$ cat src/hdl/axi_mem_pkg.sv
/*
 * AXI memory slave shared definitions
 * Bus widths, memory depth, channel field types and the burst and
 * response encodings used across the design
 */
`default_nettype none

package axi_mem_pkg;

    // Memory geometry
    localparam int MEM_DEPTH     = 1024;                // Bytes
    localparam int MEM_IDX_WIDTH = $clog2(MEM_DEPTH);   // Byte index into the array

    // Channel field widths
    localparam int ADDR_WIDTH = 16;
    localparam int DATA_WIDTH = 32;
    localparam int STRB_WIDTH = DATA_WIDTH / 8;         // One strobe per byte lane
    localparam int ID_WIDTH   = 4;
    localparam int LEN_WIDTH  = 8;                      // Beats minus one
    localparam int SIZE_WIDTH = 3;                      // log2 of bytes per beat

    typedef logic [ADDR_WIDTH-1:0] addr_t;
    typedef logic [DATA_WIDTH-1:0] data_t;
    typedef logic [STRB_WIDTH-1:0] strb_t;
    typedef logic [ID_WIDTH-1:0]   id_t;
    typedef logic [LEN_WIDTH-1:0]  len_t;
    typedef logic [SIZE_WIDTH-1:0] size_t;

    // AxBURST encoding
    typedef enum logic [1:0] {
        BURST_FIXED = 2'b00,
        BURST_INCR  = 2'b01,
        BURST_WRAP  = 2'b10
    } burst_t;

    // xRESP encoding, only the two codes this slave returns
    typedef enum logic [1:0] {
        RESP_OKAY   = 2'b00,
        RESP_DECERR = 2'b11
    } resp_t;

endpackage

`default_nettype wire

$ cat src/hdl/burst_cmd_if.sv
/*
 * Burst command bundle
 * Holds the captured address channel fields for the burst in flight
 */
`timescale 1ns/100ps
`default_nettype none

interface burst_cmd_if import axi_mem_pkg::*; ();

    id_t    id;     // Transaction ID, echoed on R and B
    addr_t  addr;   // Start address of the burst
    len_t   len;    // Beats minus one
    size_t  size;   // log2 bytes per beat
    burst_t burst;  // FIXED, INCR or WRAP

    // Command register side
    modport cmd_src (
        output id, addr, len, size, burst
    );

    // Address generator and controller side
    modport cmd_dst (
        input id, addr, len, size, burst
    );

endinterface

`default_nettype wire

$ cat src/hdl/burst_cmd_reg.sv
/*
 * Burst command register
 * Picks the AR or AW fields and holds them for the length of the burst
 */
`timescale 1ns/100ps
`default_nettype none

module burst_cmd_reg import axi_mem_pkg::*; (
    input  logic        clk,
    input  logic        reset,
    input  logic        load,       // Address handshake this cycle
    input  logic        is_write,   // Take AW fields instead of AR

    input  id_t         arid,
    input  addr_t       araddr,
    input  len_t        arlen,
    input  size_t       arsize,
    input  logic [1:0]  arburst,

    input  id_t         awid,
    input  addr_t       awaddr,
    input  len_t        awlen,
    input  size_t       awsize,
    input  logic [1:0]  awburst,

    burst_cmd_if.cmd_src cmd
);

    always_ff @(posedge clk or negedge reset) begin
        if (!reset) begin
            cmd.id    <= '0;
            cmd.addr  <= '0;
            cmd.len   <= '0;
            cmd.size  <= '0;
            cmd.burst <= BURST_FIXED;
        end else if (load) begin
            // Write side wins only when the controller granted AW
            cmd.id    <= is_write ? awid   : arid;
            cmd.addr  <= is_write ? awaddr : araddr;
            cmd.len   <= is_write ? awlen  : arlen;
            cmd.size  <= is_write ? awsize : arsize;
            cmd.burst <= burst_t'(is_write ? awburst : arburst);    // Raw field to enum
        end
    end

endmodule

`default_nettype wire

$ cat src/flat_wrapper.sv
// flat-port wrapper written by rule: the top's interface ports become plain ports
module burst_cmd_reg_flat import axi_mem_pkg::*;
  (clk, reset, load, is_write, arid, araddr, arlen, arsize, arburst, awid, awaddr, awlen, awsize, awburst, cmd_id, cmd_addr, cmd_len, cmd_size, cmd_burst);
  burst_cmd_if cmd_i ();
  input  logic clk;
  input  logic reset;
  input  logic load;
  input  logic is_write;
  input  id_t arid;
  input  addr_t araddr;
  input  len_t arlen;
  input  size_t arsize;
  input  logic [1:0] arburst;
  input  id_t awid;
  input  addr_t awaddr;
  input  len_t awlen;
  input  size_t awsize;
  input  logic [1:0] awburst;
  output wire logic [$bits(cmd_i.id)-1:0] cmd_id;
  output wire logic [$bits(cmd_i.addr)-1:0] cmd_addr;
  output wire logic [$bits(cmd_i.len)-1:0] cmd_len;
  output wire logic [$bits(cmd_i.size)-1:0] cmd_size;
  output wire logic [$bits(cmd_i.burst)-1:0] cmd_burst;
  assign cmd_id = cmd_i.id;
  assign cmd_addr = cmd_i.addr;
  assign cmd_len = cmd_i.len;
  assign cmd_size = cmd_i.size;
  assign cmd_burst = cmd_i.burst;
  burst_cmd_reg u_core (.clk(clk), .reset(reset), .load(load), .is_write(is_write), .arid(arid), .araddr(araddr), .arlen(arlen), .arsize(arsize), .arburst(arburst), .awid(awid), .awaddr(awaddr), .awlen(awlen), .awsize(awsize), .awburst(awburst), .cmd(cmd_i));
endmodule
$ cat config.mk
export PLATFORM = sky130hd
export DESIGN_NAME = burst_cmd_reg_flat
export DESIGN_NICKNAME = d
export VERILOG_FILES = /design/src/hdl/axi_mem_pkg.sv /design/src/hdl/burst_cmd_if.sv /design/src/hdl/burst_cmd_reg.sv /design/src/flat_wrapper.sv
export SDC_FILE = /design/constraint.sdc
export NUM_CORES = 1
export LEC_CHECK = 0
export ABC_AREA = 1
export ABC_CLOCK_PERIOD_IN_PS = 1500
export BUFFER_PORTS_ARGS = -buffer_cell sky130_fd_sc_hd__buf_2
export CAP_MARGIN = 40
export CORE_AREA = 3 3 68 70
export DETAILED_ROUTE_END_ITERATION = 7
export DIE_AREA = 0 0 71 73
export PLACE_DENSITY = 0.87
export SYNTH_ARGS = -nofsm -noshare
export SYNTH_HDL_FRONTEND = slang
export SYNTH_SLANG_ARGS = --single-unit
$ cat constraint.sdc
create_clock -name clk -period 1.5 [get_ports clk]
set_input_delay 0.075 -clock clk [delete_from_list [all_inputs] [get_ports clk]]
set_output_delay 0.075 -clock clk [all_outputs]
set_load 0.1 [all_outputs]
==> results of run 1 <==
[through the flow]
stage | hold WS (ns) | util [%]
2_1_floorplan | -0.221 | -
3_3_place_gp | 0.156 | 59.1
3_5_place_dp | 0.167 | 59.1
4_1_cts | 0.0907 | 61.3
5_1_grt | 0.105 | 61.3
6_report | 0.0957 | 61.3
[cells in the final DEF (no fill, tap or decap)]
master,instances
inv_1,66
clkbuf_8,5
buf_2,102
inv_6,1
dfrtp_1,33
nand3_1,33
clkbuf_1,3
dlygate4sd3_1,1
buf_4,1
inv_4,1
nand2_2,20
nand2_1,112
[worst max-delay path by stage]
stage,startpoint,to,slack [ns]
global placement,load,u_core.cmd.len[6]$_DFFE_PN0P_,0.37
global route,u_core.cmd.len[3]$_DFFE_PN0P_,cmd_len[3],0.31
CTS,u_core.cmd.size[1]$_DFFE_PN0P_,cmd_size[1],0.35
floorplan,u_core.cmd.addr[0]$_DFFE_PN0P_,u_core.cmd.addr[0]$_DFFE_PN0P_,0.34
finish,u_core.cmd.addr[3]$_DFFE_PN0P_,cmd_addr[3],0.34
detailed placement,load,u_core.cmd.len[4]$_DFFE_PN0P_,0.32
[registers in the layout, indices dropped and copies added, names as in the netlist]
| signal | cells |
|---|---|
| u_core.cmd.burst | 2 |
| u_core.cmd.addr | 16 |
| u_core.cmd.len | 8 |
| u_core.cmd.id | 4 |
| u_core.cmd.size | 3 |
[where the power goes]
part	internal (mW)	switching, mW
Combinational	0.215	0.947
Clock	0.329	0.271
Sequential	0.985	0.0528
Total	1.53	1.27
[cells by family after synthesis]
| kind of cell | count (synthesis) |
|---|---|
| buffers and inverters | 82 |
| DFF | 33 |
| and+or+nand+nor | 165 |
[what timing repair did]
item / 4_1_cts / 5_1_grt
endpoints found under the setup margin: 0 / 0
hold buffers: 1 / 0
endpoints found under the hold margin: 33 / 0
resized for setup: 0 / 0
[worst min-delay path, stage by stage]
cell and delay [ns]:
buf_2 0.07, inv_1 0.03, nand2_1 0.04, nand3_1 0.06, nand2_1 0.05
[routing by layer]
layer  GRT usage [%]  vias up  routed length, µm
met5               0        -                  0
met4            3.76        0                 14
met3            4.96        2                294
met2            30.5       56               2090
met1            21.5      786               1920
li1                -      992                  -
[final cells by class]
type                    instances  area (µm²)  area share, %
well taps                      50        62.6           2.53
clock buffers                   8        80.1           3.24
multi-input cells             165         711           28.8
inverters                      68         263           10.6
flip-flops and latches         33         826           33.4
repair buffers                104         528           21.4
==> reports/qor.txt, run 1 <==
Routed Antenna Nets: 0
Via density: 4.29
Layout cells sized above 1: 34.4%
Syn Inst Count: 280
H-tree depth: 2
Hold Vio Cnt, Final: 0
Yosys warning count: 0
Top cells by count, synth: 112 x nand2_1, 66 x inv_1, 33 x dfrtp_1, 33 x nand3_1, 20 x nand2_2
Max FO, Critical Path: 2
Clock Sink Count: 33
Core box area: 0.00403 mm²
CTS tree: built
Placed instance count: 419
Chip height: 73 µm
Cell variety after synth: 11
Worst path bufs/invs: 1
Max Root-Sink Buffers: 2
Vias: 1836
VDD IR-drop max: 776 µV
TritonRoute pass-1 iters: 4
Largest family of logic cells by synthesized area: simple AND/OR/NAND/NOR gates
Relative slew slack: 52.9%
Vias in the first global route: 1718
Worst skew pair latency: 0.27 ns
Syn-to-layout area delta: 28.9%
Clock skew: 0 ns
Worst setup path category: reg2out
Mapped Nets: 350
Hold Crit Depth: 5
HPWL Detailed: 3.24 mm
Largest net degree at the start of global routing: 35
CTS buffer count: 5
Max_cap viols: 0
FFs w/ async S/R, synth: 100%
Mux cell area share after synthesis: 0%
Post-DP Area: 0.00238 mm²
Final wirelength: 4.32 mm
Setup TNS: 0 ns
Antenna violations before repair: 0
Chip width: 71 µm
Number of port buffers: 102
R2r setup slk: 0.87 ns
CP Data Arrival Time: 1.08 ns
RSZ-0062 raised after global routing: no
Leak: 1.64 nW
Critical path's slowest cell: buf_2
Worst Hold Launch: awaddr[0]
# IOs: 103
Crit. End Element: output port
Clock transition at the registers of the reported paths: 0.06 ns
Status: complete, no violations
Dominant synthesized flop cell: dfrtp_1
GRT overflow: 0
Pre-CTS WS: 0.319 ns
Row count: 23
Worst path cell trace: buf_2
Register bit total from synthesis: 33
CTS root buf: clkbuf_8
Setup Viol. Count Final: 0
Avg WL per Cell: 10.1 µm
Overall Global Routing Usage: 17.4%
Tmin final: 1.16 ns
CP Depth: 1
Layout fillers: 381
Final nets: 447
Hold Path Class: in2reg
Setup Fix Bufs, Post-CTS: 0
Placer Congestion: 0.751
Post-Syn Area per Cell: 6.84 µm²
Fin cells: 428
Inserted Diodes: 0
Final setup slack of the worst path: 0.345 ns
Synth Area in Compound Gates: 0%
Crit start category: flop
Final-report max-slew violation count: 0
1st-iter DRT viols: 83
XOR/XNOR share of the synthesized area: 0%
Register area share after synthesis: 43.1%
R2R cell count: 2
Post-Synth Simple-Gate Area: 37.1%
Power Total: 2.80 mW
Die ar.: 0.00518 mm²
DRC Markers: 0
Largest delay share family, worst path: buffers and inverters
Pwr dens: 1130 mW/mm²
Most area-hungry cell type in the Yosys netlist: dfrtp_1
Starting density of the core: 47.5%
Hold endpoint: u_core.cmd.addr[0]$_DFFE_PN0P_
Top-count cell post-synth: nand2_1
Fraction of the mapped netlist area in adder cells: 0%
Mapped Area: 0.00192 mm²
Slowest Stage Delay on Critical Path: 0.44 ns
Worst-Margin Slew: 0.706 ns
Final Cycle Share: 77.0%
Max Clk Rate: 0.866 GHz
Worst flop-to-flop path endpoint: u_core.cmd.size[1]$_DFFE_PN0P_
Crit Reg-Reg Startpoint: u_core.cmd.size[1]$_DFFE_PN0P_
Ranking of synthesized cells by area: dfrtp_1 43%, nand2_1 22%, inv_1 13%, nand3_1 8.6%, nand2_2 6.5%
Worst endpoint required time: 1.42 ns
First-pass GRT wire length: 7.25 mm
Yosys top cell area share: 43.1%
Post-route design area: 0.00247 mm²
Post-synth EDFFs: 0
Note: power is estimated with default switching activity, not from simulation.
==> run 2, diff against run 1 <==
- ABC_AREA: 1 -> 0
- ABC_CLOCK_PERIOD_IN_PS: 1500 -> 1150
- CORE_AREA: 3 3 68 70 -> 3 3 66 68
- DIE_AREA: 0 0 71 73 -> 0 0 69 71
- PLACE_DENSITY: 0.87 -> 0.82
- clock period: 1.5 -> 1.15 ns (I/O delays scaled with it)
==> run 2 against run 1 <==
Against the previous run:
- sequential share of layout area grew 5.2 points
- cell count shrank 31%
- clock power grew 40%
- wire length shrank 18%
- global-route usage shrank 2.6 points
- via count shrank 25%
- critical endpoint is now cmd_len[7]
- non-clock buffer count grew 2
- design area shrank 9.1%
- flip-flop and latch count is the same
==> reports/qor.txt, run 2 <==
Top register by number of flip-flops: u_core.cmd.addr (unchanged)
Relative slew slack: 66.9% (was 52.9%)
Register area share after synthesis: 53.2% (was 43.1%)
Hold Crit Depth: 3 (was 5)
Final nets: 315 (was 447)
Number of port buffers: 102 (unchanged)
CP Data Arrival Time: 1.06 ns (was 1.08 ns)
R2r setup slk: 0.46 ns (was 0.87 ns)
Leak: 1.12 nW (was 1.64 nW)
Final-report max-slew violation count: 0 (unchanged)
Final Util: 57.4% (was 61.3%)
Clock share of power: 22.8% (was 21.4%)
Slowest Stage Delay on Critical Path: 0.43 ns (was 0.44 ns)
Worst-Margin Slew: 0.500 ns (was 0.706 ns)
Hold endpoint: u_core.cmd.len[1]$_DFFE_PN0P_ (was u_core.cmd.addr[0]$_DFFE_PN0P_)
Setup Viol. Count Final: 0 (unchanged)
Status: complete, no violations (unchanged)
Syn-to-layout area delta: 44.8% (was 28.9%)
Register bit total from synthesis: 33 (unchanged)
Most frequent cells in the layout: 95 x buf_2, 33 x mux2i_1, 33 x nor2_1, 33 x a21oi_1, 33 x dfrtp_2 (was 112 x nand2_1, 102 x buf_2, 66 x inv_1, 33 x nand3_1, 33 x dfrtp_1)
Hold Vio Cnt, Final: 0 (unchanged)
Pwr dens: 1640 mW/mm² (was 1130 mW/mm²)
Core box area: 0.00391 mm² (was 0.00403 mm²)
Post-DP Area: 0.00213 mm² (was 0.00238 mm²)
Critical path's slowest cell: buf_2 (unchanged)
Layout cells sized above 1: 58.8% (was 34.4%)
Most area-hungry cell type in the Yosys netlist: dfrtp_1 (unchanged)
Max FO, Critical Path: 2 (unchanged)
Commonest non-fill, non-tap cell in the layout: buf_2 (was nand2_1)
Cell variety after synth: 9 (was 11)
Final Cycle Share: 97.6%
Fin cells: 295 (was 428)
Combinational share of power: 40.1% (was 41.5%)
Setup TNS: 0 ns (unchanged)
CTS buffer count: 5 (unchanged)
RSZ-0062 raised after global routing: no (unchanged)
Vias in the first global route: 1379 (was 1718)
Starting density of the core: 39.6% (was 47.5%)
Placed instance count: 287 (was 419)
CTS tree: built (unchanged)
Crit start category: flop (unchanged)
Final wirelength: 3.54 mm (was 4.32 mm)
Synth Area in Compound Gates: 10.6% (was 0%)
HPWL Detailed: 2.67 mm (was 3.24 mm)
TritonRoute pass-1 iters: 4 (unchanged)
XOR/XNOR share of the synthesized area: 0% (unchanged)
Max_cap viols: 0 (unchanged)
Largest delay share family, worst path: buffers and inverters (unchanged)
First-pass GRT wire length: 5.95 mm (was 7.25 mm)
Post-Syn Area per Cell: 10.8 µm² (was 6.84 µm²)
Clock Sink Count: 33 (unchanged)
Largest register FFs: 16 (unchanged)
Hold Path Class: in2reg (unchanged)
1st-iter DRT viols: 59 (was 83)
Mapped Nets: 213 (was 350)
Die ar.: 0.00490 mm² (was 0.00518 mm²)
Placer Congestion: 0.735 (was 0.751)
CTS root buf: clkbuf_8 (unchanged)
Post-synth EDFFs: 0 (unchanged)
Ranking of synthesized cells by area: dfrtp_1 53%, mux2i_1 21%, a21oi_1 11%, nor2_1 8.0%, buf_12 3.9% (was dfrtp_1 43%, nand2_1 22%, inv_1 13%, nand3_1 8.6%, nand2_2 6.5%)
Worst flop-to-flop path endpoint: u_core.cmd.addr[12]$_DFFE_PN0P_ (was u_core.cmd.size[1]$_DFFE_PN0P_)
Worst skew pair latency: 0.27 ns (about the same)
R2R cell count: 2 (unchanged)
Largest net degree at the start of global routing: 67 (was 35)
Worst Hold Launch: arlen[1] (was awaddr[0])
Worst setup path category: reg2out (unchanged)
Int Power: 2.09 mW (was 1.53 mW)
GRT overflow: 0 (unchanged)
Top cells by count, synth: 33 x a21oi_1, 33 x dfrtp_1, 33 x mux2i_1, 33 x nor2_1, 4 x buf_2 (was 112 x nand2_1, 66 x inv_1, 33 x dfrtp_1, 33 x nand3_1, 20 x nand2_2)
Mapped Area: 0.00155 mm² (was 0.00192 mm²)
Pre-CTS WS: 0.232 ns (was 0.319 ns)
Yosys top cell area share: 53.2% (was 43.1%)
Dominant synthesized flop cell: dfrtp_1 (unchanged)
Inserted Diodes: 0 (unchanged)
Worst path bufs/invs: 1 (unchanged)
Vias: 1368 (was 1836)
Final setup slack of the worst path: 0.0279 ns (was 0.345 ns)
Switching share of power: 43.2% (was 45.4%)
Via density: 4.64 (was 4.29)
VDD IR-drop max: 739 µV (was 776 µV)
Row count: 23 (unchanged)
Avg WL per Cell: 12.0 µm (was 10.1 µm)
Chip height: 71 µm (was 73 µm)
Fraction of the mapped netlist area in adder cells: 0% (unchanged)
Yosys warning count: 0 (unchanged)
Worst path cell trace: buf_2 (unchanged)
Crit. End Element: output port (unchanged)
Seq pwr share: 37.1% (about the same)
Max Root-Sink Buffers: 2 (unchanged)
Syn Inst Count: 143 (was 280)
H-tree depth: 2 (unchanged)
Crit path from: u_core.cmd.len[7]$_DFFE_PN0P_ (was u_core.cmd.addr[3]$_DFFE_PN0P_)
DRC Markers: 0 (unchanged)
Routed Antenna Nets: 0 (unchanged)
Clock transition at the registers of the reported paths: 0.06 ns (about the same)
Chip width: 69 µm (was 71 µm)
Post-Synth Simple-Gate Area: 7.98% (was 37.1%)
Worst endpoint required time: 1.09 ns (was 1.42 ns)
Tmin final: 1.12 ns
Largest family of logic cells by synthesized area: multiplexers (was simple AND/OR/NAND/NOR gates)
Clock skew: 0 ns (unchanged)
Largest registers: u_core.cmd.addr x16, u_core.cmd.len x8, u_core.cmd.id x4 (unchanged)
Max Clk Rate: 0.891 GHz
Antenna violations before repair: 0 (unchanged)
Overall Global Routing Usage: 14.8% (was 17.4%)
Mux cell area share after synthesis: 21.3% (was 0%)
Net Switching: 1.59 mW (was 1.27 mW)
Crit Reg-Reg Startpoint: u_core.cmd.addr[12]$_DFFE_PN0P_ (was u_core.cmd.size[1]$_DFFE_PN0P_)
# IOs: 103 (unchanged)
FFs w/ async S/R, synth: 100% (unchanged)
Post-route design area: 0.00225 mm² (was 0.00247 mm²)
run 2: through the flow:
step                      hold WS, ns  total power [mW]
after floorplan                -0.238              2.54
after detailed placement     -0.00897              2.86
after global placement        -0.0113              2.84
after CTS                      0.0731              3.72
after global routing           0.0859              3.86
final                          0.0798              3.69
run 2: how the worst max path moves through the flow:
stage | end | slack [ns] | cells after the start
after floorplan | u_core.cmd.len[4]$_DFFE_PN0P_ | 0.21 | 2
after global placement | u_core.cmd.burst[1]$_DFFE_PN0P_ | 0.28 | 4
after detailed placement | u_core.cmd.burst[1]$_DFFE_PN0P_ | 0.23 | 4
after CTS | cmd_len[7] | 0.02 | 1
after global routing | cmd_len[4] | 0.004 | 1
final | cmd_len[7] | 0.03 | 1
run 2: layer usage:
layer  vias to the layer above  track usage, %  share of wire, %
li1                        693               -                 -
met1                       611            17.8                41
met2                        62            25.0                50
met3                         2            5.97               8.9
met4                         0            3.25              0.40
met5                         -               0                 0
run 2: final cells by class:
| cell class | instances | area, µm² |
|---|---|---|
| multi-input combinational | 99 | 619 |
| timing repair buffer | 106 | 611 |
| fill | 354 | 1670 |
| tap | 50 | 62.6 |
| sequential | 33 | 867 |
| clock buffer | 7 | 86.3 |
run 2: cell families after synthesis:
family          after synthesis
compound gates               33
buf+inv                      11
flops                        33
mux                          33
simple gates                 33
run 2: power groups by stage:
| stage | Combinational (mW) | Sequential, mW | Clock, mW |
|---|---|---|---|
| finish | 1.48 | 1.37 | 0.840 |
| global route | 1.55 | 1.38 | 0.929 |
| CTS | 1.48 | 1.37 | 0.868 |
| detailed placement | 1.48 | 1.39 | 0 |
| global placement | 1.46 | 1.39 | 0 |
| floorplan | 0.242 | 2.30 | 0 |
run 2: repair_timing:
item,in CTS,in global routing
hold buffers,1,0
setup buffers,0,0
setup endpoints to repair,0,6
resized for setup,0,6
endpoints found under the hold margin,14,0
